File: src/hw/mips_pkg.sv
`default_nettype none

package mips_pkg;

	// ============================================================
	// widths that carry a meaning
	// ============================================================

	typedef logic [31:0] word_t;
	typedef logic [4:0] reg_addr_t;
	typedef logic [3:0] op_kind_t;
	typedef logic [2:0] dp_class_t;
	typedef logic [2:0] fwd_sel_t;
	typedef logic [1:0] t_time_t;
	typedef logic [1:0] alu_op_t;
	typedef logic [1:0] ext_mode_t;
	typedef logic [1:0] jump_mode_t;
	typedef logic [1:0] wb_sel_t;

	localparam reg_addr_t REG_ZERO = 5'd0;
	localparam reg_addr_t REG_RA = 5'd31;

	// opcode and funct fields of the supported subset.
	localparam logic [5:0] OP_SPECIAL = 6'h00;
	localparam logic [5:0] OP_J = 6'h02;
	localparam logic [5:0] OP_JAL = 6'h03;
	localparam logic [5:0] OP_BEQ = 6'h04;
	localparam logic [5:0] OP_ORI = 6'h0d;
	localparam logic [5:0] OP_LUI = 6'h0f;
	localparam logic [5:0] OP_LW = 6'h23;
	localparam logic [5:0] OP_SW = 6'h2b;
	localparam logic [5:0] FN_JR = 6'h08;
	localparam logic [5:0] FN_ADDU = 6'h21;
	localparam logic [5:0] FN_SUBU = 6'h23;

	// ============================================================
	// instruction kinds and datapath classes
	// ============================================================

	localparam op_kind_t KIND_ADDU = 4'd0;
	localparam op_kind_t KIND_SUBU = 4'd1;
	localparam op_kind_t KIND_ORI = 4'd2;
	localparam op_kind_t KIND_LUI = 4'd3;
	localparam op_kind_t KIND_LW = 4'd4;
	localparam op_kind_t KIND_SW = 4'd5;
	localparam op_kind_t KIND_BEQ = 4'd6;
	localparam op_kind_t KIND_J = 4'd7;
	localparam op_kind_t KIND_JAL = 4'd8;
	localparam op_kind_t KIND_JR = 4'd9;
	localparam op_kind_t KIND_NOP = 4'd10;
	localparam op_kind_t KIND_UNKNOWN = 4'd15;

	localparam dp_class_t CLS_CAL_R = 3'd0;
	localparam dp_class_t CLS_CAL_I = 3'd1;
	localparam dp_class_t CLS_LOAD = 3'd2;
	localparam dp_class_t CLS_STORE = 3'd3;
	localparam dp_class_t CLS_BRANCH = 3'd4;
	localparam dp_class_t CLS_JUMP_I = 3'd5;
	localparam dp_class_t CLS_JUMP_R = 3'd6;
	localparam dp_class_t CLS_NOP = 3'd7;

	// forwarding sources, searched newest first.
	localparam fwd_sel_t FWD_ORIG = 3'd0;
	localparam fwd_sel_t FWD_E_PC8 = 3'd1;
	localparam fwd_sel_t FWD_M_PC8 = 3'd2;
	localparam fwd_sel_t FWD_M_ALU = 3'd3;
	localparam fwd_sel_t FWD_W_RF = 3'd4;

	localparam t_time_t T_NEVER = 2'd3;

	localparam alu_op_t ALU_ADD = 2'd0;
	localparam alu_op_t ALU_SUB = 2'd1;
	localparam alu_op_t ALU_OR = 2'd2;

	localparam ext_mode_t EXT_ZERO = 2'd0;
	localparam ext_mode_t EXT_SIGN = 2'd1;
	localparam ext_mode_t EXT_UPPER = 2'd2;

	localparam jump_mode_t NPC_SEQ = 2'd0;
	localparam jump_mode_t NPC_BEQ = 2'd1;
	localparam jump_mode_t NPC_J = 2'd2;
	localparam jump_mode_t NPC_REG = 2'd3;

	localparam wb_sel_t WB_ALU = 2'd0;
	localparam wb_sel_t WB_MEM = 2'd1;
	localparam wb_sel_t WB_PC8 = 2'd2;

	// ============================================================
	// structs passed between blocks
	// ============================================================

	// cls holds the datapath class.
	typedef struct packed {
		op_kind_t kind;
		dp_class_t cls;
		logic rs_used;
		logic rt_used;
		reg_addr_t rs;
		reg_addr_t rt;
		reg_addr_t dest;
	} decode_t;

	typedef struct packed {
		jump_mode_t jump_mode;
		ext_mode_t ext_mode;
		alu_op_t alu_op;
		logic alu_src;
		logic dm_we;
		logic rf_we;
		wb_sel_t wb_sel;
	} ctrl_word_t;

	typedef struct packed {
		fwd_sel_t d1;
		fwd_sel_t d2;
		fwd_sel_t e1;
		fwd_sel_t e2;
		fwd_sel_t m;
	} fwd_t;

	typedef struct packed {
		logic en;
		reg_addr_t addr;
		word_t data;
	} retire_t;

	typedef struct packed {
		logic en;
		word_t addr;
		word_t data;
	} store_t;

endpackage

`default_nettype wire

File: src/hw/instr_decode.sv
`default_nettype none

module instr_decode (
	input  mips_pkg::word_t   instr,
	output mips_pkg::decode_t dec
);

	logic [5:0] op;
	logic [5:0] funct;
	logic [4:0] shamt;
	logic special;
	mips_pkg::reg_addr_t rs;
	mips_pkg::reg_addr_t rt;
	mips_pkg::reg_addr_t rd;
	mips_pkg::op_kind_t kind;
	mips_pkg::dp_class_t cls;

	assign op = instr[31:26];
	assign rs = instr[25:21];
	assign rt = instr[20:16];
	assign rd = instr[15:11];
	assign shamt = instr[10:6];
	assign funct = instr[5:0];
	assign special = (op == mips_pkg::OP_SPECIAL) && (shamt == 5'd0);

	// the all-zero word is sll $0, so it is matched first as a nop.
	assign kind =
		(instr == '0) ? mips_pkg::KIND_NOP :
		(special && funct == mips_pkg::FN_ADDU) ? mips_pkg::KIND_ADDU :
		(special && funct == mips_pkg::FN_SUBU) ? mips_pkg::KIND_SUBU :
		(special && funct == mips_pkg::FN_JR && rt == 5'd0 && rd == 5'd0) ? mips_pkg::KIND_JR :
		(op == mips_pkg::OP_LUI && rs == 5'd0) ? mips_pkg::KIND_LUI :
		(op == mips_pkg::OP_ORI) ? mips_pkg::KIND_ORI :
		(op == mips_pkg::OP_LW) ? mips_pkg::KIND_LW :
		(op == mips_pkg::OP_SW) ? mips_pkg::KIND_SW :
		(op == mips_pkg::OP_BEQ) ? mips_pkg::KIND_BEQ :
		(op == mips_pkg::OP_J) ? mips_pkg::KIND_J :
		(op == mips_pkg::OP_JAL) ? mips_pkg::KIND_JAL :
		mips_pkg::KIND_UNKNOWN;

	assign cls =
		(kind == mips_pkg::KIND_ADDU || kind == mips_pkg::KIND_SUBU) ? mips_pkg::CLS_CAL_R :
		(kind == mips_pkg::KIND_ORI || kind == mips_pkg::KIND_LUI) ? mips_pkg::CLS_CAL_I :
		(kind == mips_pkg::KIND_LW) ? mips_pkg::CLS_LOAD :
		(kind == mips_pkg::KIND_SW) ? mips_pkg::CLS_STORE :
		(kind == mips_pkg::KIND_BEQ) ? mips_pkg::CLS_BRANCH :
		(kind == mips_pkg::KIND_J || kind == mips_pkg::KIND_JAL) ? mips_pkg::CLS_JUMP_I :
		(kind == mips_pkg::KIND_JR) ? mips_pkg::CLS_JUMP_R :
		mips_pkg::CLS_NOP;

	assign dec.kind = kind;
	assign dec.cls = cls;
	assign dec.rs_used = (cls != mips_pkg::CLS_JUMP_I) && (cls != mips_pkg::CLS_NOP);
	assign dec.rt_used = (cls == mips_pkg::CLS_CAL_R) || (cls == mips_pkg::CLS_STORE) ||
		(cls == mips_pkg::CLS_BRANCH);
	assign dec.rs = dec.rs_used ? rs : mips_pkg::REG_ZERO;
	assign dec.rt = dec.rt_used ? rt : mips_pkg::REG_ZERO;

	// i-type results land in rt, jal links through ra.
	assign dec.dest =
		(cls == mips_pkg::CLS_CAL_R) ? rd :
		(cls == mips_pkg::CLS_CAL_I || cls == mips_pkg::CLS_LOAD) ? rt :
		(kind == mips_pkg::KIND_JAL) ? mips_pkg::REG_RA :
		mips_pkg::REG_ZERO;

endmodule

`default_nettype wire

File: config.mk
export PLATFORM = sky130hd
export DESIGN_NAME = instr_decode
export DESIGN_NICKNAME = d
export VERILOG_FILES = /design/src/hw/mips_pkg.sv /design/src/hw/instr_decode.sv
export SDC_FILE = /design/constraint.sdc
export NUM_CORES = 1
export LEC_CHECK = 0
export ABC_AREA = 1
export BUFFER_PORTS_ARGS = -buffer_cell sky130_fd_sc_hd__buf_4
export CAP_MARGIN = 25
export CORE_MARGIN = 4
export CORE_UTILIZATION = 45
export DETAILED_ROUTE_END_ITERATION = 8
export GPL_ROUTABILITY_DRIVEN = 0
export GPL_TIMING_DRIVEN = 1
export PLACE_DENSITY = 0.9
export SLEW_MARGIN = 20
export SYNTH_ARGS = -nofsm -noshare
export SYNTH_HDL_FRONTEND = slang
export SYNTH_SLANG_ARGS = --single-unit
File: constraint.sdc
create_clock -name vclk -period 2.01
set_clock_uncertainty 0.05 [all_clocks]
set_input_delay 0.3015 -clock vclk [all_inputs]
set_output_delay 0.3015 -clock vclk [all_outputs]
set_load 0.02 [all_outputs]
==> results.ini <==
[clock_network]
ctsHoldBuffers=0
cts_setup_buffers=0
cts_resized=0

[timing]
finalSetupTns_ns=0
setup_viol=0
timing.final.crit_share_pct=92.3
rsz0062_at_grt=no
maxSlewHeadroom_pct=70.7
tightestPinTransition_ns=0.437
hold_viol=0
setup_ws_ns=0.154
holdWs_ns=0.883
period_minus_slack_ns=1.86
drv_slew=0
fmax_ghz=0.539

[layout]
fillCellCount=103
antenna_cells=0
post_route_cells_drive_above_1_share_pct=48.2
multiInputGateArea_um2=606
seq_cells=0
syn_to_final_growth_pct=63.9
nClkBuffers=0
area.sequential_um2=0
layout.nets=225

[placed_design]
dp_slack_ns=0.156
place_hpwl_mm=2.15
io_buffers=56

[floorplanning]
core_area_um2=1380
initial_core_util_pct=50.6
die_y_um=47.4
die_area_um2=2250
rows=13
top_level_ports=56
die_x_um=47.4

[setup_path]
worstSetupPathType=input pin to output pin
crit_fanout=6
critPathCaptureType=output pin
cp.required_ns=1.66
cp-start-kind=input pin
cp_data_arrival_time_ns=1.50

[global_routing]
grtUsageTotal_pct=21.1
grt_pass1_vias=959
grt_start_max_net_pins=10
grt-ovfl-total=0
antenna_found_initial=0
grt_pass1_wl_mm=3.59

[flow_run]
cap_violations=0

[logic_synthesis]
yosysTopAreaCell=nand2_1
syn-instance-count=134
synth_nets=166
yosys-top-cells-count=nand2_1, nor2_1, inv_1
netlist_area_um2=699
synth.distinct_cells=20
synth_area_per_cell_um2=5.22
synth_most_common_cell=nand2_1
synth.top_cells.by_area=nand2_1, nor2_1, nor2_2, nand3_1, inv_1
synth_top_area_share_pct=17.7
ys_warn_count=0
ys_seq_area_share_pct=0

[detailed_routing]
route.detailed.drc=0
viasPerCell=4.79
drtAntennaViolNets=0
wirelength_mm=2.37
wl_per_cell_um=11.5
vias=987
drt_first_pass_iters=4
drt_iter0_drc=16

[hold_path]
hp-start=instr[11]
min_path_cells=4
worstHoldEndpoint=dec[0]
hp-class=input pin to output pin

[pwr]
ir_worst_vdd_v=0.000101
power.total_uw=155
power_leakage_nw=0.700
powerDensity_nw_per_um2=135

[run_status]
outcome=complete, no violations

per-layer routing:
layer  GRT usage (%)  wire, um
met4            4.42        35
met5               0         0
met2            41.4      1230
met3               0       127
met1            25.1       979
cell families (layout without fill, tap and decap cells):
| group | after synthesis | in the layout | synth area share (%) |
|---|---|---|---|
| and+or+nand+nor | 106 | 106 | 83.7 |
| buffers and inverters | 25 | 82 | 13.4 |
| AOI/OAI and AO/OA | 3 | 3 | 2.86 |
how the worst max path moves through the flow:
stage               slack (ns)      from  depth (start not counted)  endpoint
finish                    0.15  instr[4]                          9   dec[14]
global route              0.07  instr[4]                          9   dec[14]
CTS                       0.16  instr[4]                          9   dec[14]
detailed placement        0.16  instr[4]                          9   dec[14]
global placement          0.25  instr[7]                          9    dec[9]
floorplan                 0.37  instr[9]                          6   dec[23]
report_power, final:
part	leakage (nW)	switching [mW]	total [mW]	internal, mW
Sequential	0	0	0	0
Combinational	0.700	0.0810	0.155	0.0739
Clock	0	0	0	0
critical path: stages:
cell     delay, ns
buf_4         0.11
nor2_1        0.09
nand2_1       0.08
nor3_1        0.35
nand3_4       0.15
nand2_4       0.12
nor2_8        0.06
nor2_2        0.08
buf_4         0.14
layout by cell type (no fill, tap or decap):
cell	netlist	layout
a21oi_1	1	1
a31oi_1	1	1
buf_4	0	57
clkinv_1	2	2
inv_1	17	17
inv_2	6	6
nand2_1	33	33
nand2_2	4	4
nand2_4	2	2
nand3_1	15	15
nand3_4	2	2
nand3b_1	2	2
nand4_1	1	1
nor2_1	24	24
nor2_2	13	13
nor2_4	3	3
nor2_8	2	2
nor3_1	2	2
nor3_2	2	2
nor3b_1	1	1
o21ai_2	1	1
layout make-up:
cell class | count | area share [%]
repair buffers | 57 | 37.3
multi-input cells | 109 | 52.8
well taps | 15 | 1.64
inverters | 25 | 8.19
stage by stage:
step	cells	cell area [um^2]	utilization, %
2_1_floorplan	134	699	-
3_3_place_gp	206	1150	82.9
3_5_place_dp	206	1150	82.9
4_1_cts	206	1150	82.9
5_1_grt	206	1150	82.9
6_report	206	1150	82.9
No activity file was read; power rests on OpenSTA's default activity.
