$ cat src/hw/mips_pkg.sv
`default_nettype none

package mips_pkg;

	// ============================================================
	// widths that carry a meaning
	// ============================================================

	typedef logic [31:0] word_t;
	typedef logic [4:0] reg_addr_t;
	typedef logic [3:0] op_kind_t;
	typedef logic [2:0] dp_class_t;
	typedef logic [2:0] fwd_sel_t;
	typedef logic [1:0] t_time_t;
	typedef logic [1:0] alu_op_t;
	typedef logic [1:0] ext_mode_t;
	typedef logic [1:0] jump_mode_t;
	typedef logic [1:0] wb_sel_t;

	localparam reg_addr_t REG_ZERO = 5'd0;
	localparam reg_addr_t REG_RA = 5'd31;

	// opcode and funct fields of the supported subset.
	localparam logic [5:0] OP_SPECIAL = 6'h00;
	localparam logic [5:0] OP_J = 6'h02;
	localparam logic [5:0] OP_JAL = 6'h03;
	localparam logic [5:0] OP_BEQ = 6'h04;
	localparam logic [5:0] OP_ORI = 6'h0d;
	localparam logic [5:0] OP_LUI = 6'h0f;
	localparam logic [5:0] OP_LW = 6'h23;
	localparam logic [5:0] OP_SW = 6'h2b;
	localparam logic [5:0] FN_JR = 6'h08;
	localparam logic [5:0] FN_ADDU = 6'h21;
	localparam logic [5:0] FN_SUBU = 6'h23;

	// ============================================================
	// instruction kinds and datapath classes
	// ============================================================

	localparam op_kind_t KIND_ADDU = 4'd0;
	localparam op_kind_t KIND_SUBU = 4'd1;
	localparam op_kind_t KIND_ORI = 4'd2;
	localparam op_kind_t KIND_LUI = 4'd3;
	localparam op_kind_t KIND_LW = 4'd4;
	localparam op_kind_t KIND_SW = 4'd5;
	localparam op_kind_t KIND_BEQ = 4'd6;
	localparam op_kind_t KIND_J = 4'd7;
	localparam op_kind_t KIND_JAL = 4'd8;
	localparam op_kind_t KIND_JR = 4'd9;
	localparam op_kind_t KIND_NOP = 4'd10;
	localparam op_kind_t KIND_UNKNOWN = 4'd15;

	localparam dp_class_t CLS_CAL_R = 3'd0;
	localparam dp_class_t CLS_CAL_I = 3'd1;
	localparam dp_class_t CLS_LOAD = 3'd2;
	localparam dp_class_t CLS_STORE = 3'd3;
	localparam dp_class_t CLS_BRANCH = 3'd4;
	localparam dp_class_t CLS_JUMP_I = 3'd5;
	localparam dp_class_t CLS_JUMP_R = 3'd6;
	localparam dp_class_t CLS_NOP = 3'd7;

	// forwarding sources, searched newest first.
	localparam fwd_sel_t FWD_ORIG = 3'd0;
	localparam fwd_sel_t FWD_E_PC8 = 3'd1;
	localparam fwd_sel_t FWD_M_PC8 = 3'd2;
	localparam fwd_sel_t FWD_M_ALU = 3'd3;
	localparam fwd_sel_t FWD_W_RF = 3'd4;

	localparam t_time_t T_NEVER = 2'd3;

	localparam alu_op_t ALU_ADD = 2'd0;
	localparam alu_op_t ALU_SUB = 2'd1;
	localparam alu_op_t ALU_OR = 2'd2;

	localparam ext_mode_t EXT_ZERO = 2'd0;
	localparam ext_mode_t EXT_SIGN = 2'd1;
	localparam ext_mode_t EXT_UPPER = 2'd2;

	localparam jump_mode_t NPC_SEQ = 2'd0;
	localparam jump_mode_t NPC_BEQ = 2'd1;
	localparam jump_mode_t NPC_J = 2'd2;
	localparam jump_mode_t NPC_REG = 2'd3;

	localparam wb_sel_t WB_ALU = 2'd0;
	localparam wb_sel_t WB_MEM = 2'd1;
	localparam wb_sel_t WB_PC8 = 2'd2;

	// ============================================================
	// structs passed between blocks
	// ============================================================

	// cls holds the datapath class.
	typedef struct packed {
		op_kind_t kind;
		dp_class_t cls;
		logic rs_used;
		logic rt_used;
		reg_addr_t rs;
		reg_addr_t rt;
		reg_addr_t dest;
	} decode_t;

	typedef struct packed {
		jump_mode_t jump_mode;
		ext_mode_t ext_mode;
		alu_op_t alu_op;
		logic alu_src;
		logic dm_we;
		logic rf_we;
		wb_sel_t wb_sel;
	} ctrl_word_t;

	typedef struct packed {
		fwd_sel_t d1;
		fwd_sel_t d2;
		fwd_sel_t e1;
		fwd_sel_t e2;
		fwd_sel_t m;
	} fwd_t;

	typedef struct packed {
		logic en;
		reg_addr_t addr;
		word_t data;
	} retire_t;

	typedef struct packed {
		logic en;
		word_t addr;
		word_t data;
	} store_t;

endpackage

`default_nettype wire

$ cat src/hw/reg_file.sv
`default_nettype none

module reg_file (
	input  logic                clk,
	input  logic                rst,
	input  mips_pkg::reg_addr_t ra1,
	input  mips_pkg::reg_addr_t ra2,
	output mips_pkg::word_t     rd1,
	output mips_pkg::word_t     rd2,
	input  logic                we,
	input  mips_pkg::reg_addr_t wa,
	input  mips_pkg::word_t     wd
);

	mips_pkg::word_t regs [1:31];

	always_ff @(posedge clk) begin
		if (rst) begin
			for (int i = 1; i < 32; i++) begin
				regs[i] <= '0;
			end
		end else if (we && wa != mips_pkg::REG_ZERO) begin
			regs[wa] <= wd;
		end
	end

	// a write in this cycle is visible to the decode read.
	assign rd1 = (ra1 == mips_pkg::REG_ZERO) ? '0 : (we && wa == ra1) ? wd : regs[ra1];
	assign rd2 = (ra2 == mips_pkg::REG_ZERO) ? '0 : (we && wa == ra2) ? wd : regs[ra2];

endmodule

`default_nettype wire

$ cat config.mk
export PLATFORM = sky130hd
export DESIGN_NAME = reg_file
export DESIGN_NICKNAME = d
export VERILOG_FILES = /design/src/hw/mips_pkg.sv /design/src/hw/reg_file.sv
export SDC_FILE = /design/constraint.sdc
export NUM_CORES = 2
export LEC_CHECK = 0
export BUFFER_PORTS_ARGS = -buffer_cell sky130_fd_sc_hd__buf_2
export CELL_PAD_IN_SITES_DETAIL_PLACEMENT = 0
export CELL_PAD_IN_SITES_GLOBAL_PLACEMENT = 1
export CORE_MARGIN = 2
export CORE_UTILIZATION = 40
export CTS_CLUSTER_SIZE = 14
export DETAILED_ROUTE_END_ITERATION = 10
export PLACE_DENSITY = 0.67
export SYNTH_ARGS = -nofsm -noshare
export SYNTH_HDL_FRONTEND = slang
export SYNTH_SLANG_ARGS = --single-unit
$ cat constraint.sdc
create_clock -name clk -period 5.5 [get_ports clk]
set_input_delay 0.55 -clock clk [delete_from_list [all_inputs] [get_ports clk]]
set_output_delay 0.55 -clock clk [all_outputs]
set_load 0.01 [all_outputs]
==> results <==
- The dominant register cell in the synthesized netlist is edfxtp_1.
- The delay contributed by the slowest stage of the critical path is 0.80 ns.
- The die covers roughly 140000 µm².
- In the final routed layout, each cell accounts on average for roughly 38 µm.
- The remaining antenna violation count after routing is 0.
- From left edge to right edge, the die measures about 370 µm.
- The global-route wire length before repair is ~290000 µm.
- The pre-antenna-repair detailed-routing pass consisted of 6 iterations.
- The critical setup path kind is in -> out.
- After clock tree synthesis, the clock-pin slew on the worst setup and hold paths is about 0.060 ns.
- Buffers added to address setup during post-CTS repair amount to 0.
- The number of distinct library cell variants in the gate-level netlist after synthesis is 52.
- The setup slack after placement is roughly 1.5 ns.
- The total of buffers placed on input and output ports is between 100 and 150.
- The biggest area contributor in the post-synthesis netlist is edfxtp_1.
- The leakage power of the design is about 21 nW.
- The area of the placeable core is between 100000 and 150000 µm².
- After routing the design area is 61300 µm².
- The synthesized design contains ~1.0k register bits.
- Counting I/O delays and the setup requirement, the final critical path takes just over 4 ns.
- Setup repair after global routing left no endpoint under its margin.
- The share of the core filled with cells in the final layout is between 40 and 50%.
- Fill cells in the final layout number 12.1k.
- The number of global-route vias before repair was roughly 36k.
- In the final timing run, aggregate negative setup slack is 0 ns.
- roughly 110 I/O pins were placed.
- The tree is rooted in a clkbuf_16.
- The worst-path maximum fanout is 19.
- The number of sinks on the clock net is between 1k and 1.5k.
- The layout net count is around 3.9k.
- The depth of the CTS H-tree is 3.
- Dividing the detail-routed via count by the number of cells gives between 6 and 7.
- The flip-flop count of the largest register after layout is about 1.0k.
- The flow ran to the end, and the final reports show no timing, DRC or antenna violations.
- In this run the mean area of a mapped cell was about 14 µm².
- The total overflow left after global routing is 0.
- The hold-fix buffer count after cts is 0.
- The critical path goes through buf_2 -> buf_4 -> nor2_4 -> buf_4 -> a22oi_1 -> a21oi_1 -> a211o_1 -> buf_2.
- The via total after detailed routing is 36.9k.
- Yosys attributes the largest share of cell area to edfxtp_1, mux4_2, and2_1.
- The final worst-path setup slack is between 1 and 1.5 ns.
- In this run the most critical hold path is launched from wd[15].
- The critical path data required time is a little under 5 ns.
- The final critical-path share of the clock period is between 70% and 80%.
- The number of antenna violations at the first check in global routing is 35.
- The placed instances occupy a cell area of 57800 µm².
- The combined area of all synthesized cells is between 50000 and 60000 µm².
- The capturing element type of the critical path is an output port.
- The signed area change from the synthesized netlist to the final layout is 11.3%.
- The final layout contains routed wiring with a total length of 214000 µm.
- The share of Yosys cell area claimed by the top area cell type is a little under three fifths.
- The final hold violation count is 0.
- After technology mapping, the gate count stands at approximately 3.8k.
- The max-cap check violation count is 0.
- The final number of max-transition violations is 0.
- The cell with the largest stage delay on the worst path is nor2_4.
- For the worst setup path, the data arrival time is between 3 and 4 ns.
- In the final layout, the registers with the most flip-flops are regs (1024).
- The Yosys warning count is 0.
- Entering global routing, the biggest net connects 75 pins.
- The smallest hold slack is 0.312 ns.
- The count of unresolved DRC violations after routing is 0.
- The weighted congestion reported at the end of routability-driven placement is between 0.9 and 1.
- The hold-critical path endpoint is regs[0][15]$_DFFE_PP_.
- In this run the power density over the cells is 312 nW/µm².
- VDD sags by at most approximately 280 µV.
- The portion of the post-synthesis area used by sequential elements is a little under three fifths.
- The worst-case headroom to the max-slew limit is 1.10%.
- The post-DP HPWL is around 130000 µm.
- The number of instances resized during post-cts repair is 0.
- The global-route usage over all layers is slightly above 30%.
- The y dimension of the die is 375 µm.
- More flip-flops sit in one register than any other, and that register is regs.
- Along the worst hold path, the cell count comes to 1.
- The TritonCTS clock tree is yes.
- The upper clock frequency limit is ~240 MHz.
- The number of buffers on the longest clock path is 3.
- Once the floorplan was initialized, standard cells occupied approximately 40% of the core.
- STA classifies the critical path startpoint as an input port.
- The share of cells above drive strength 1 is a little under a quarter.
- The number of enable-type register cells in the synthesized netlist is 1024.
- The transition time of the tightest slew-check pin is approximately 1.5 ns.
- After synthesis, the share of flip-flops with an asynchronous set or reset is 0%.
- Clock tree synthesis inserted a total of approximately 110 buffers.
- For this block, the initial DRC count from the detailed router was around 6k.
- The worst hold path belongs to the class in -> reg.
- The number of rows created at floorplan is around 140.
- Setup violations remaining at the end of the flow were counted as 0.
-- synthesized netlist by cell type (32+ instances only) --
cell,instances
o22ai_1,37
nor2_1,49
clkbuf_1,281
a21oi_1,64
a22oi_1,107
o221ai_1,38
or2_2,32
edfxtp_1,1024
mux2i_1,330
and2_1,994
mux4_2,375
nand2_1,64
o21ai_1,49
buf_2,56
a32o_1,32
a211oi_1,32
-- cell usage in the layout (no fill, tap or decap), types with 33 or more instances in the layout --
cell | Yosys | final
a21oi_1 | 64 | 64
a22oi_1 | 107 | 107
and2_1 | 994 | 994
buf_2 | 56 | 105
buf_4 | 30 | 146
clkbuf_16 | 0 | 113
clkinv_1 | 2 | 44
edfxtp_1 | 1024 | 1024
mux2i_1 | 330 | 330
mux4_2 | 375 | 375
nand2_1 | 64 | 64
nor2_4 | 0 | 34
o21ai_1 | 49 | 49
o221ai_1 | 38 | 38
o22ai_1 | 37 | 37
or2_2 | 32 | 33
-- layout make-up --
type	instances	area, µm²	share of cell area (%)
clock inverters	74	569	0.929
repair buffers	271	2000	3.26
inverters	2	7.51	0.0122
well taps	1794	2240	3.66
clock buffers	134	2910	4.74
flip-flops and latches	1024	30700	50.2
diodes	11	27.5	0.0449
multi-input cells	2394	22800	37.2
-- through the flow --
| stage | total power [mW] | std cells |
|---|---|---|
| 3_5_place_dp | 11.8 | 5485 |
| 4_1_cts | 19.1 | 5693 |
| 5_1_grt | 19.5 | 5696 |
| 2_1_floorplan | 10.8 | 3832 |
| 3_3_place_gp | 11.8 | 5485 |
| 6_report | 19.1 | 5704 |
-- critical path: cells and delay by family --
family,cells,cell delay [ns]
buffers and inverters,4,1.35
and+or+nand+nor,1,0.80
AOI/OAI and AO/OA,3,0.79
-- cells by family (layout without fill, tap and decap cells) --
logic type             count (synthesis)  after routing  share of synthesized area (%)
AND/OR/NAND/NOR                     1184           1184                           13.0
flip-flops                          1024           1024                           55.9
multiplexers                         711            711                           21.5
AO/OA/AOI/OAI                        457            457                           6.03
buffers and inverters                414            481                           3.51
XOR/XNOR                              10             10                          0.159
other                                  1             43                        0.00681
-- per-layer routing --
layer	vias to the layer above	GRT usage, %	wire length, µm
met5	-	0	87
met4	14	13.0	10500
met3	494	7.65	25500
met2	2584	44.5	92900
met1	19200	42.3	85400
li1	14600	-	-
-- report_power, final --
part	internal, mW	total, mW	switching, mW
Combinational	0.921	2.51	1.58
Sequential	9.02	9.24	0.216
Clock	4.12	7.35	3.24
Total	14.1	19.1	5.04
-- how the worst max path moves through the flow --
stage / from / end / slack, ns / cells after the start
2_1_floorplan: ra2[1] / rd2[30] / 2.82 / 7
3_3_place_gp: rst / regs[5][31]$_SDFFCE_PN0P_ / 1.53 / 8
3_5_place_dp: rst / regs[5][31]$_SDFFCE_PN0P_ / 1.52 / 8
4_1_cts: ra1[4] / rd1[12] / 1.59 / 8
5_1_grt: ra1[4] / rd1[12] / 1.50 / 8
6_report: ra1[4] / rd1[12] / 1.38 / 8
(Power assumes the default switching activity.)
