File: src/hw/mips_pkg.sv
`default_nettype none

package mips_pkg;

	// ============================================================
	// widths that carry a meaning
	// ============================================================

	typedef logic [31:0] word_t;
	typedef logic [4:0] reg_addr_t;
	typedef logic [3:0] op_kind_t;
	typedef logic [2:0] dp_class_t;
	typedef logic [2:0] fwd_sel_t;
	typedef logic [1:0] t_time_t;
	typedef logic [1:0] alu_op_t;
	typedef logic [1:0] ext_mode_t;
	typedef logic [1:0] jump_mode_t;
	typedef logic [1:0] wb_sel_t;

	localparam reg_addr_t REG_ZERO = 5'd0;
	localparam reg_addr_t REG_RA = 5'd31;

	// opcode and funct fields of the supported subset.
	localparam logic [5:0] OP_SPECIAL = 6'h00;
	localparam logic [5:0] OP_J = 6'h02;
	localparam logic [5:0] OP_JAL = 6'h03;
	localparam logic [5:0] OP_BEQ = 6'h04;
	localparam logic [5:0] OP_ORI = 6'h0d;
	localparam logic [5:0] OP_LUI = 6'h0f;
	localparam logic [5:0] OP_LW = 6'h23;
	localparam logic [5:0] OP_SW = 6'h2b;
	localparam logic [5:0] FN_JR = 6'h08;
	localparam logic [5:0] FN_ADDU = 6'h21;
	localparam logic [5:0] FN_SUBU = 6'h23;

	// ============================================================
	// instruction kinds and datapath classes
	// ============================================================

	localparam op_kind_t KIND_ADDU = 4'd0;
	localparam op_kind_t KIND_SUBU = 4'd1;
	localparam op_kind_t KIND_ORI = 4'd2;
	localparam op_kind_t KIND_LUI = 4'd3;
	localparam op_kind_t KIND_LW = 4'd4;
	localparam op_kind_t KIND_SW = 4'd5;
	localparam op_kind_t KIND_BEQ = 4'd6;
	localparam op_kind_t KIND_J = 4'd7;
	localparam op_kind_t KIND_JAL = 4'd8;
	localparam op_kind_t KIND_JR = 4'd9;
	localparam op_kind_t KIND_NOP = 4'd10;
	localparam op_kind_t KIND_UNKNOWN = 4'd15;

	localparam dp_class_t CLS_CAL_R = 3'd0;
	localparam dp_class_t CLS_CAL_I = 3'd1;
	localparam dp_class_t CLS_LOAD = 3'd2;
	localparam dp_class_t CLS_STORE = 3'd3;
	localparam dp_class_t CLS_BRANCH = 3'd4;
	localparam dp_class_t CLS_JUMP_I = 3'd5;
	localparam dp_class_t CLS_JUMP_R = 3'd6;
	localparam dp_class_t CLS_NOP = 3'd7;

	// forwarding sources, searched newest first.
	localparam fwd_sel_t FWD_ORIG = 3'd0;
	localparam fwd_sel_t FWD_E_PC8 = 3'd1;
	localparam fwd_sel_t FWD_M_PC8 = 3'd2;
	localparam fwd_sel_t FWD_M_ALU = 3'd3;
	localparam fwd_sel_t FWD_W_RF = 3'd4;

	localparam t_time_t T_NEVER = 2'd3;

	localparam alu_op_t ALU_ADD = 2'd0;
	localparam alu_op_t ALU_SUB = 2'd1;
	localparam alu_op_t ALU_OR = 2'd2;

	localparam ext_mode_t EXT_ZERO = 2'd0;
	localparam ext_mode_t EXT_SIGN = 2'd1;
	localparam ext_mode_t EXT_UPPER = 2'd2;

	localparam jump_mode_t NPC_SEQ = 2'd0;
	localparam jump_mode_t NPC_BEQ = 2'd1;
	localparam jump_mode_t NPC_J = 2'd2;
	localparam jump_mode_t NPC_REG = 2'd3;

	localparam wb_sel_t WB_ALU = 2'd0;
	localparam wb_sel_t WB_MEM = 2'd1;
	localparam wb_sel_t WB_PC8 = 2'd2;

	// ============================================================
	// structs passed between blocks
	// ============================================================

	// cls holds the datapath class.
	typedef struct packed {
		op_kind_t kind;
		dp_class_t cls;
		logic rs_used;
		logic rt_used;
		reg_addr_t rs;
		reg_addr_t rt;
		reg_addr_t dest;
	} decode_t;

	typedef struct packed {
		jump_mode_t jump_mode;
		ext_mode_t ext_mode;
		alu_op_t alu_op;
		logic alu_src;
		logic dm_we;
		logic rf_we;
		wb_sel_t wb_sel;
	} ctrl_word_t;

	typedef struct packed {
		fwd_sel_t d1;
		fwd_sel_t d2;
		fwd_sel_t e1;
		fwd_sel_t e2;
		fwd_sel_t m;
	} fwd_t;

	typedef struct packed {
		logic en;
		reg_addr_t addr;
		word_t data;
	} retire_t;

	typedef struct packed {
		logic en;
		word_t addr;
		word_t data;
	} store_t;

endpackage

`default_nettype wire

File: src/hw/hazard_control.sv
`default_nettype none

module hazard_control (
	input  logic                 clk,
	input  logic                 rst,
	input  mips_pkg::decode_t    dec_d,
	input  mips_pkg::decode_t    dec_e,
	input  mips_pkg::decode_t    dec_m,
	input  mips_pkg::decode_t    dec_w,
	output mips_pkg::ctrl_word_t ctrl_d,
	output mips_pkg::ctrl_word_t ctrl_e,
	output mips_pkg::ctrl_word_t ctrl_m,
	output mips_pkg::ctrl_word_t ctrl_w,
	output mips_pkg::fwd_t       fwd,
	output logic                 stall
);

	logic bubble_e;
	logic stall_rs;
	logic stall_rt;
	mips_pkg::t_time_t use_rs;
	mips_pkg::t_time_t use_rt;
	mips_pkg::t_time_t new_e;
	mips_pkg::t_time_t new_m;

	// ============================================================
	// control words
	// ============================================================

	function automatic mips_pkg::ctrl_word_t ctrl_of(input mips_pkg::decode_t dec);
		mips_pkg::ctrl_word_t cw;
		cw.jump_mode = (dec.cls == mips_pkg::CLS_BRANCH) ? mips_pkg::NPC_BEQ :
			(dec.cls == mips_pkg::CLS_JUMP_I) ? mips_pkg::NPC_J :
			(dec.cls == mips_pkg::CLS_JUMP_R) ? mips_pkg::NPC_REG :
			mips_pkg::NPC_SEQ;
		cw.ext_mode = (dec.kind == mips_pkg::KIND_LUI) ? mips_pkg::EXT_UPPER :
			(dec.kind == mips_pkg::KIND_ORI) ? mips_pkg::EXT_ZERO :
			mips_pkg::EXT_SIGN;
		// lui comes out of the or with rs fixed at zero.
		cw.alu_op = (dec.kind == mips_pkg::KIND_SUBU) ? mips_pkg::ALU_SUB :
			(dec.cls == mips_pkg::CLS_CAL_I) ? mips_pkg::ALU_OR :
			mips_pkg::ALU_ADD;
		cw.alu_src = (dec.cls == mips_pkg::CLS_CAL_I) || (dec.cls == mips_pkg::CLS_LOAD) ||
			(dec.cls == mips_pkg::CLS_STORE);
		cw.dm_we = (dec.cls == mips_pkg::CLS_STORE);
		cw.rf_we = (dec.dest != mips_pkg::REG_ZERO);
		cw.wb_sel = (dec.cls == mips_pkg::CLS_LOAD) ? mips_pkg::WB_MEM :
			(dec.kind == mips_pkg::KIND_JAL) ? mips_pkg::WB_PC8 :
			mips_pkg::WB_ALU;
		return cw;
	endfunction

	// E holds an inserted nop the cycle after a stall.
	always_ff @(posedge clk) begin
		if (rst) begin
			bubble_e <= 1'b0;
		end else begin
			bubble_e <= stall;
		end
	end

	assign ctrl_d = ctrl_of(dec_d);
	assign ctrl_e = bubble_e ? '0 : ctrl_of(dec_e);
	assign ctrl_m = ctrl_of(dec_m);
	assign ctrl_w = ctrl_of(dec_w);

	// ============================================================
	// forwarding
	// ============================================================

	function automatic logic hit(input mips_pkg::reg_addr_t src, input mips_pkg::decode_t prod);
		return (src != mips_pkg::REG_ZERO) && (src == prod.dest);
	endfunction

	// a producer that cannot deliver yet leaves FWD_ORIG, the stall covers it.
	function automatic mips_pkg::fwd_sel_t pick(input mips_pkg::reg_addr_t src,
			input logic from_e, input logic from_m);
		if (from_e && hit(src, dec_e)) begin
			return (dec_e.kind == mips_pkg::KIND_JAL) ? mips_pkg::FWD_E_PC8 : mips_pkg::FWD_ORIG;
		end
		if (from_m && hit(src, dec_m)) begin
			if (dec_m.kind == mips_pkg::KIND_JAL) begin
				return mips_pkg::FWD_M_PC8;
			end
			return (dec_m.cls == mips_pkg::CLS_LOAD) ? mips_pkg::FWD_ORIG : mips_pkg::FWD_M_ALU;
		end
		return hit(src, dec_w) ? mips_pkg::FWD_W_RF : mips_pkg::FWD_ORIG;
	endfunction

	always_comb begin
		fwd.d1 = pick(dec_d.rs, 1'b1, 1'b1);
		fwd.d2 = pick(dec_d.rt, 1'b1, 1'b1);
		fwd.e1 = pick(dec_e.rs, 1'b0, 1'b1);
		fwd.e2 = pick(dec_e.rt, 1'b0, 1'b1);
		fwd.m = pick(dec_m.rt, 1'b0, 1'b0);
	end

	// ============================================================
	// stall
	// ============================================================

	// cycles until the decode instruction needs each source.
	assign use_rs = !dec_d.rs_used ? mips_pkg::T_NEVER :
		(dec_d.cls == mips_pkg::CLS_BRANCH || dec_d.cls == mips_pkg::CLS_JUMP_R) ? 2'd0 :
		2'd1;
	assign use_rt = !dec_d.rt_used ? mips_pkg::T_NEVER :
		(dec_d.cls == mips_pkg::CLS_STORE) ? 2'd2 :
		(dec_d.cls == mips_pkg::CLS_BRANCH) ? 2'd0 :
		2'd1;

	// cycles until a producer's result can be forwarded.
	assign new_e = (dec_e.cls == mips_pkg::CLS_LOAD) ? 2'd2 :
		(dec_e.cls == mips_pkg::CLS_CAL_R || dec_e.cls == mips_pkg::CLS_CAL_I) ? 2'd1 :
		2'd0;
	assign new_m = (dec_m.cls == mips_pkg::CLS_LOAD) ? 2'd1 : 2'd0;

	function automatic logic too_early(input mips_pkg::reg_addr_t src,
			input mips_pkg::t_time_t t_use);
		if (hit(src, dec_e)) begin
			return t_use < new_e;
		end
		return hit(src, dec_m) && (t_use < new_m);
	endfunction

	always_comb begin
		stall_rs = too_early(dec_d.rs, use_rs);
		stall_rt = too_early(dec_d.rt, use_rt);
	end

	assign stall = stall_rs || stall_rt;

endmodule

`default_nettype wire

File: config.mk
export PLATFORM = sky130hd
export DESIGN_NAME = hazard_control
export DESIGN_NICKNAME = d
export VERILOG_FILES = /design/src/hw/mips_pkg.sv /design/src/hw/hazard_control.sv
export SDC_FILE = /design/constraint.sdc
export NUM_CORES = 1
export LEC_CHECK = 0
export ABC_AREA = 1
export BUFFER_PORTS_ARGS = -buffer_cell sky130_fd_sc_hd__buf_2
export CAP_MARGIN = 15
export CORE_UTILIZATION = 33
export CTS_BUF_LIST = sky130_fd_sc_hd__clkbuf_8
export DETAILED_ROUTE_END_ITERATION = 8
export GPL_ROUTABILITY_DRIVEN = 0
export PLACE_DENSITY = 0.78
export SLEW_MARGIN = 10
export SYNTH_ARGS = -nofsm -noshare
export SYNTH_HDL_FRONTEND = slang
export SYNTH_SLANG_ARGS = --single-unit
File: constraint.sdc
create_clock -name clk -period 1.1 [get_ports clk]
set_input_delay 0.11 -clock clk [delete_from_list [all_inputs] [get_ports clk]]
set_output_delay 0.11 -clock clk [all_outputs]
set_load 0.03 [all_outputs]
==> results of run 1 <==
==> synthesized netlist by cell type <==
cell / count / share of area
sky130_fd_sc_hd__ha_1: 2 / 0.016
sky130_fd_sc_hd__nor2_1: 52 / 0.13
sky130_fd_sc_hd__o41ai_1: 1 / 0.0057
sky130_fd_sc_hd__o21ai_0: 1 / 0.0033
sky130_fd_sc_hd__nor2_2: 4 / 0.016
sky130_fd_sc_hd__conb_1: 1 / 0.0024
sky130_fd_sc_hd__buf_2: 6 / 0.020
sky130_fd_sc_hd__o22ai_1: 2 / 0.0081
sky130_fd_sc_hd__nand2_1: 82 / 0.20
sky130_fd_sc_hd__or2_2: 3 / 0.012
sky130_fd_sc_hd__nand3_1: 20 / 0.065
sky130_fd_sc_hd__a21oi_1: 7 / 0.023
sky130_fd_sc_hd__dfxtp_1: 1 / 0.013
sky130_fd_sc_hd__inv_1: 45 / 0.11
sky130_fd_sc_hd__a31oi_1: 1 / 0.0041
sky130_fd_sc_hd__clkbuf_2: 2 / 0.0065
sky130_fd_sc_hd__xor2_1: 10 / 0.057
sky130_fd_sc_hd__nand3b_1: 1 / 0.0049
sky130_fd_sc_hd__o2111ai_1: 1 / 0.0057
sky130_fd_sc_hd__nor3_1: 16 / 0.052
sky130_fd_sc_hd__nand4_1: 7 / 0.029
sky130_fd_sc_hd__or4_1: 1 / 0.0049
sky130_fd_sc_hd__inv_2: 2 / 0.0049
sky130_fd_sc_hd__a311oi_1: 1 / 0.0057
sky130_fd_sc_hd__nor3b_1: 1 / 0.0049
sky130_fd_sc_hd__xnor2_1: 26 / 0.15
sky130_fd_sc_hd__buf_4: 2 / 0.0098
sky130_fd_sc_hd__nor4_1: 10 / 0.041
==> cell families after synthesis <==
family          share of synthesized area
buf+inv                             0.151
simple gates                        0.557
fa+ha+maj                          0.0163
compound gates                     0.0554
flops                              0.0130
xor+xnor                            0.205
other cells                       0.00244
==> metal layers <==
layer / GRT usage / overflow
met3: 0.597 / 2
met4: 1.09 / 98
met2: 1.22 / 236
met5: 0.133 / 0
met1: 0.826 / 1
==> what timing repair did <==
item / 4_1_cts
endpoints found under the setup margin: 21
gates cloned: 0
pin swaps: 68
setup buffers: 8
resized for setup: 177
==> per-stage QoR <==
step	instances	setup WS (ns)	setup TNS, ns
2_1_floorplan	309	-0.243	-0.631
3_5_place_dp	553	-0.394	-3.77
4_1_cts	561	-0.272	-1.34
3_3_place_gp	553	-0.351	-3.23
==> results.md, run 1 <==
CTS:
- The total of hold buffers inserted after clock tree synthesis is 0.

Floorplan:
- Row generation in the floorplan step produced 24 rows.
- The x dimension of the die is 70.2 um.
- 158 I/O pins were placed.
- For this configuration, the core starts out at a cell density of 0.348.
- Measured along the y axis, the die boundary spans 70.2 um.

Yosys:
- The register bit count reported by yosys is 1.
- The number of synthesis warnings is 0.
- The number of different library cells used by synthesis comes to 28.
- The mean cell area of the mapped netlist is 4.99 sq um.
- Synthesis produced a netlist whose cell count is 308.
- The share of the Yosys chip area taken by registers is 0.0130.
- Summing every instance area after synthesis gives 1540 sq um.

Global routing:
- Entering global routing, the biggest net connects 7 pins.
- Summed over all layers, the global routing overflow is 337.
- For this run, the total global-route usage over all layers was measured as 0.908.

Run status:
- The flow did not finish.
- The tool reported: "[ERROR GRT-0232] Routing congestion too high. Check the congestion heatmap in the GUI".
- The last flow stage reached is global routing.

Timing:
- The endpoint with the least setup slack after the last global-route repair is stall.
- The type of the worst endpoint after the last repair is a primary output.

Place:
- The placed instance area is 3050 sq um.
- The HPWL reported at the end of detailed placement is 5710 um.
- The count of buffers added on input and output ports is between 100 and 150.
==> inputs of run 2 (changes only) <==
Settings changed: CORE_UTILIZATION 33 to 36, CTS_BUF_LIST sky130_fd_sc_hd__clkbuf_8 to not set, PLACE_DENSITY 0.78 to not set, PLACE_DENSITY_LB_ADDON set to 0.15.
Clock period 1.1 ns to 1.43 ns, I/O delays scaled along.
==> run 2 against run 1 <==
The run now ends clean. Synthesized cell count unchanged. Synthesized area unchanged.
==> results.md, run 2 <==
Place:
- The placement-stage worst setup slack came to -0.185 ns (+0.209 ns).
- The HPWL reported at the end of detailed placement is 4530 um (-21%).
- The number of placed instances, taps included is 503 (-9.0%).
- The count of port buffers added during placement came to 134 (unchanged).

Setup path:
- The highest cell delay on the worst timing path is about 0.27 ns.
- Among cell families on the critical path, the largest total delay comes from simple AND/OR/NAND/NOR gates.
- The worst setup path is launched from an input port.
- The highest-delay cell along the critical path is sky130_fd_sc_hd__ha_4.
- At the worst endpoint, the arrival time is between 1 and 1.5 ns.
- The sum of buffers and inverters on the critical path is 4.
- The signal on the critical path passes through buf_8, nor3_4, inv_2, ha_4, a21oi_2, nand2_1, nand2_2, nor2_4, inv_2, buf_6.
- The most frequent cell on the critical path is sky130_fd_sc_hd__inv_2.
- The endpoint kind of the worst setup timing path is a primary output.
- The worst endpoint required time is 1.29 ns.
- The critical-path maximum fanout is 3.
- The type of the worst setup path is input port to primary output.

Route:
- The first detailed-routing pass ran for 4 iterations.
- The remaining number of nets flagged by the antenna check after routing is 0.
- The wire length reported by the detailed router is approximately 5300 um.
- In the final routed layout, each cell accounts on average for roughly 10 um.
- After detailed routing, the number of vias per cell comes to 4.78.
- The vias after detailed routing is between 2,000 and 2,500.
- The number of remaining DRC errors is 0.
- The number of DRC markers after the initial detailed-route iteration is 70.

Yosys:
- The fraction of the mapped netlist area in compound gates was 0.0554 (unchanged).
- The portion of netlist area occupied by mux cells is 0 (unchanged).
- The number of enable-type register cells in the synthesized netlist came to 0 (unchanged).
- The number of synthesis warnings was 0 (unchanged).
- The dominant cell type by area after synthesis is sky130_fd_sc_hd__nand2_1.
- The post-synthesis share of cell area spent on xor and xnor gates is 0.205 (unchanged).
- The register bit count reported by yosys is 1 (unchanged).
- The simple-gate area share of the yosys netlist was 0.557 (unchanged).
- The main combinational cell family by area after synthesis is simple AND/OR/NAND/NOR gates.
- The proportion of register bits with asynchronous set or reset after synthesis came to 0 (unchanged).
- The most frequently used cell type in the post-synthesis netlist is sky130_fd_sc_hd__nand2_1.
- The register area share after synthesis is 0.0130 (unchanged).
- The adder-cell share of the synthesized area is 0.0163 (unchanged).
- Yosys attributes the largest share of cell area to sky130_fd_sc_hd__nand2_1 (20%), sky130_fd_sc_hd__xnor2_1 (15%), sky130_fd_sc_hd__nor2_1 (13%).
- Counting instances in the post-synthesis netlist gives the leading cell types as sky130_fd_sc_hd__nand2_1 (82), sky130_fd_sc_hd__nor2_1 (52), sky130_fd_sc_hd__inv_1 (45).
- The post-synthesis instance total was 308 (unchanged).
- The combined area of all synthesized cells came to 1540 sq um (unchanged).
- The mean cell area of the mapped netlist is 4.99 sq um (unchanged).
- The most common flop cell mapped by yosys is sky130_fd_sc_hd__dfxtp_1.
- The fraction of post-synthesis cell area in the top cell type by area is 0.200 (unchanged).
- The count of cell types in the netlist is 28 (unchanged).

Timing:
- Hold timing on the final database bottoms out at a slack of 0.308 ns.
- The shortest period the worst path allows is 1.40 ns.
- The number of endpoints with negative hold slack in the final report came to 0.
- The setup TNS is 0 ns.
- The final worst slack is between 0.03 and 0.04 ns.
- The setup-violating endpoint count in the final report is 0.
- Static timing analysis puts the maximum clock frequency at 716 MHz.
- The post-route clock period utilization is 0.977.
- Setup repair after global routing could not meet its margin everywhere.
- The number of max-slew violations in the final report is 0.

Run:
- The tool flagged a number of max-cap violations equal to 0.

Pwr:
- The leakage component of the power is 1.48 nW.
- The worst voltage drop across the vdd grid is between 150 and 200 uV.
- For this design the ratio of total power to cell area is 320 nW/um^2.
- The total power of the final layout is around 0.00082 W.

Floorplan:
- The starting utilization of the core area is 0.379 (+0.0306).
- The number of top-level pins is 158 (unchanged).
- The floorplan step defined a core boundary enclosing just over 4000 sq um.
- The x dimension of the die came to 67.3 um (-4.1%).
- The die footprint is 4530 sq um.
- The vertical extent of the die is 67.3 um (-4.1%).
- The site row count is 23 (-4.2%).

Cells and area:
- More flip-flops sit in one register than any other, and that register is bubble_e.
- The most common library cell in the layout ignoring fill and taps is sky130_fd_sc_hd__buf_2.
- The area growth from synthesis to layout is 66.0%.
- Of the cells placed in the final design, the portion with a size suffix greater than 1 is 0.423.
- The final-stage net count is 556.
- The flip-flop count of the largest register, all copies and words added came to 1.
- The non-filler instance count after layout is 504.
- In the final layout, the registers with the most flip-flops are bubble_e (1).
- The total inserted antenna cells is 0.
- The top cell types in the final layout, fill and taps aside, are sky130_fd_sc_hd__buf_2 (127), sky130_fd_sc_hd__nand2_1 (78), sky130_fd_sc_hd__nor2_1 (48), sky130_fd_sc_hd__inv_1 (40).

Global routing:
- The first global-routing pass estimated slightly below 8000 um of wire.
- The initial antenna violation count is 0.
- Across every metal layer, demand over resource in global routing totals 0.215.
- The total overflow left after global routing is 0.
- The via count of the first global-routing pass came to 1,950.
- Entering global routing, the biggest net connects 8 pins.

Min path:
- The worst min-delay path class is input port to flop.

Run status:
- The flow ran to the end, and the final reports show no timing, DRC or antenna violations.

CTS:
- The clock-pin slew on the worst setup and hold paths is 0 ns.
## run 2: area by class of cell
cell class | count | area [sq um]
inverter | 47 | 176
multi-input combinational | 251 | 1430
tap | 50 | 62.6
fill | 433 | 1510
timing repair buffer | 155 | 861
sequential | 1 | 20.0
## run 2: path summary, 6_finish.rpt
kind	startpoint	end	slack, ns	depth (start not counted)
worst min-delay path	rst	bubble_e	0.31	2
worst max-delay path	dec_e[17]	stall	0.03	10
## run 2: cell families (layout without fill, tap and decap cells)
kind of cell / Yosys count / in the layout
other: 1 / 2
AOI/OAI and AO/OA: 14 / 14
DFF: 1 / 1
and+or+nand+nor: 197 / 197
adders and majority gates: 2 / 2
xor gates and xnor gates: 36 / 36
buffers and inverters: 57 / 202
## run 2: through the flow
step                      area (sq um)  utilization
after global routing              2550        0.629
after CTS                         2450        0.605
after detailed placement          2410        0.594
after global placement            2410        0.594
after floorplan                   1580            -
final                             2550        0.629
## run 2: power breakdown
| part | switching [W] | total, W | leakage, nW | internal (W) |
|---|---|---|---|---|
| Sequential | 0.000000676 | 0.0000295 | 0.00806 | 0.0000289 |
| Combinational | 0.000474 | 0.000788 | 1.47 | 0.000314 |
| Clock | 0 | 0 | 0 | 0 |
| Total | 0.000474 | 0.000817 | 1.48 | 0.000343 |
## run 2: routing by layer
layer / track usage / up-vias / wire length, um
li1: - / 1266 / -
met1: 0.249 / 1057 / 2200
met2: 0.449 / 84 / 2720
met3: 0.00169 / 4 / 334
met4: 0.0106 / 0 / 42
met5: 0 / - / 0
## run 2: repair_timing
item / CTS / global route
hold buffers: 0 / 0
pin swaps: 5 / 5
resized for setup: 7 / 31
buffers inserted: 0 / 1
endpoints found under the setup margin: 2 / 9
No activity file was read; power rests on OpenSTA's default activity.
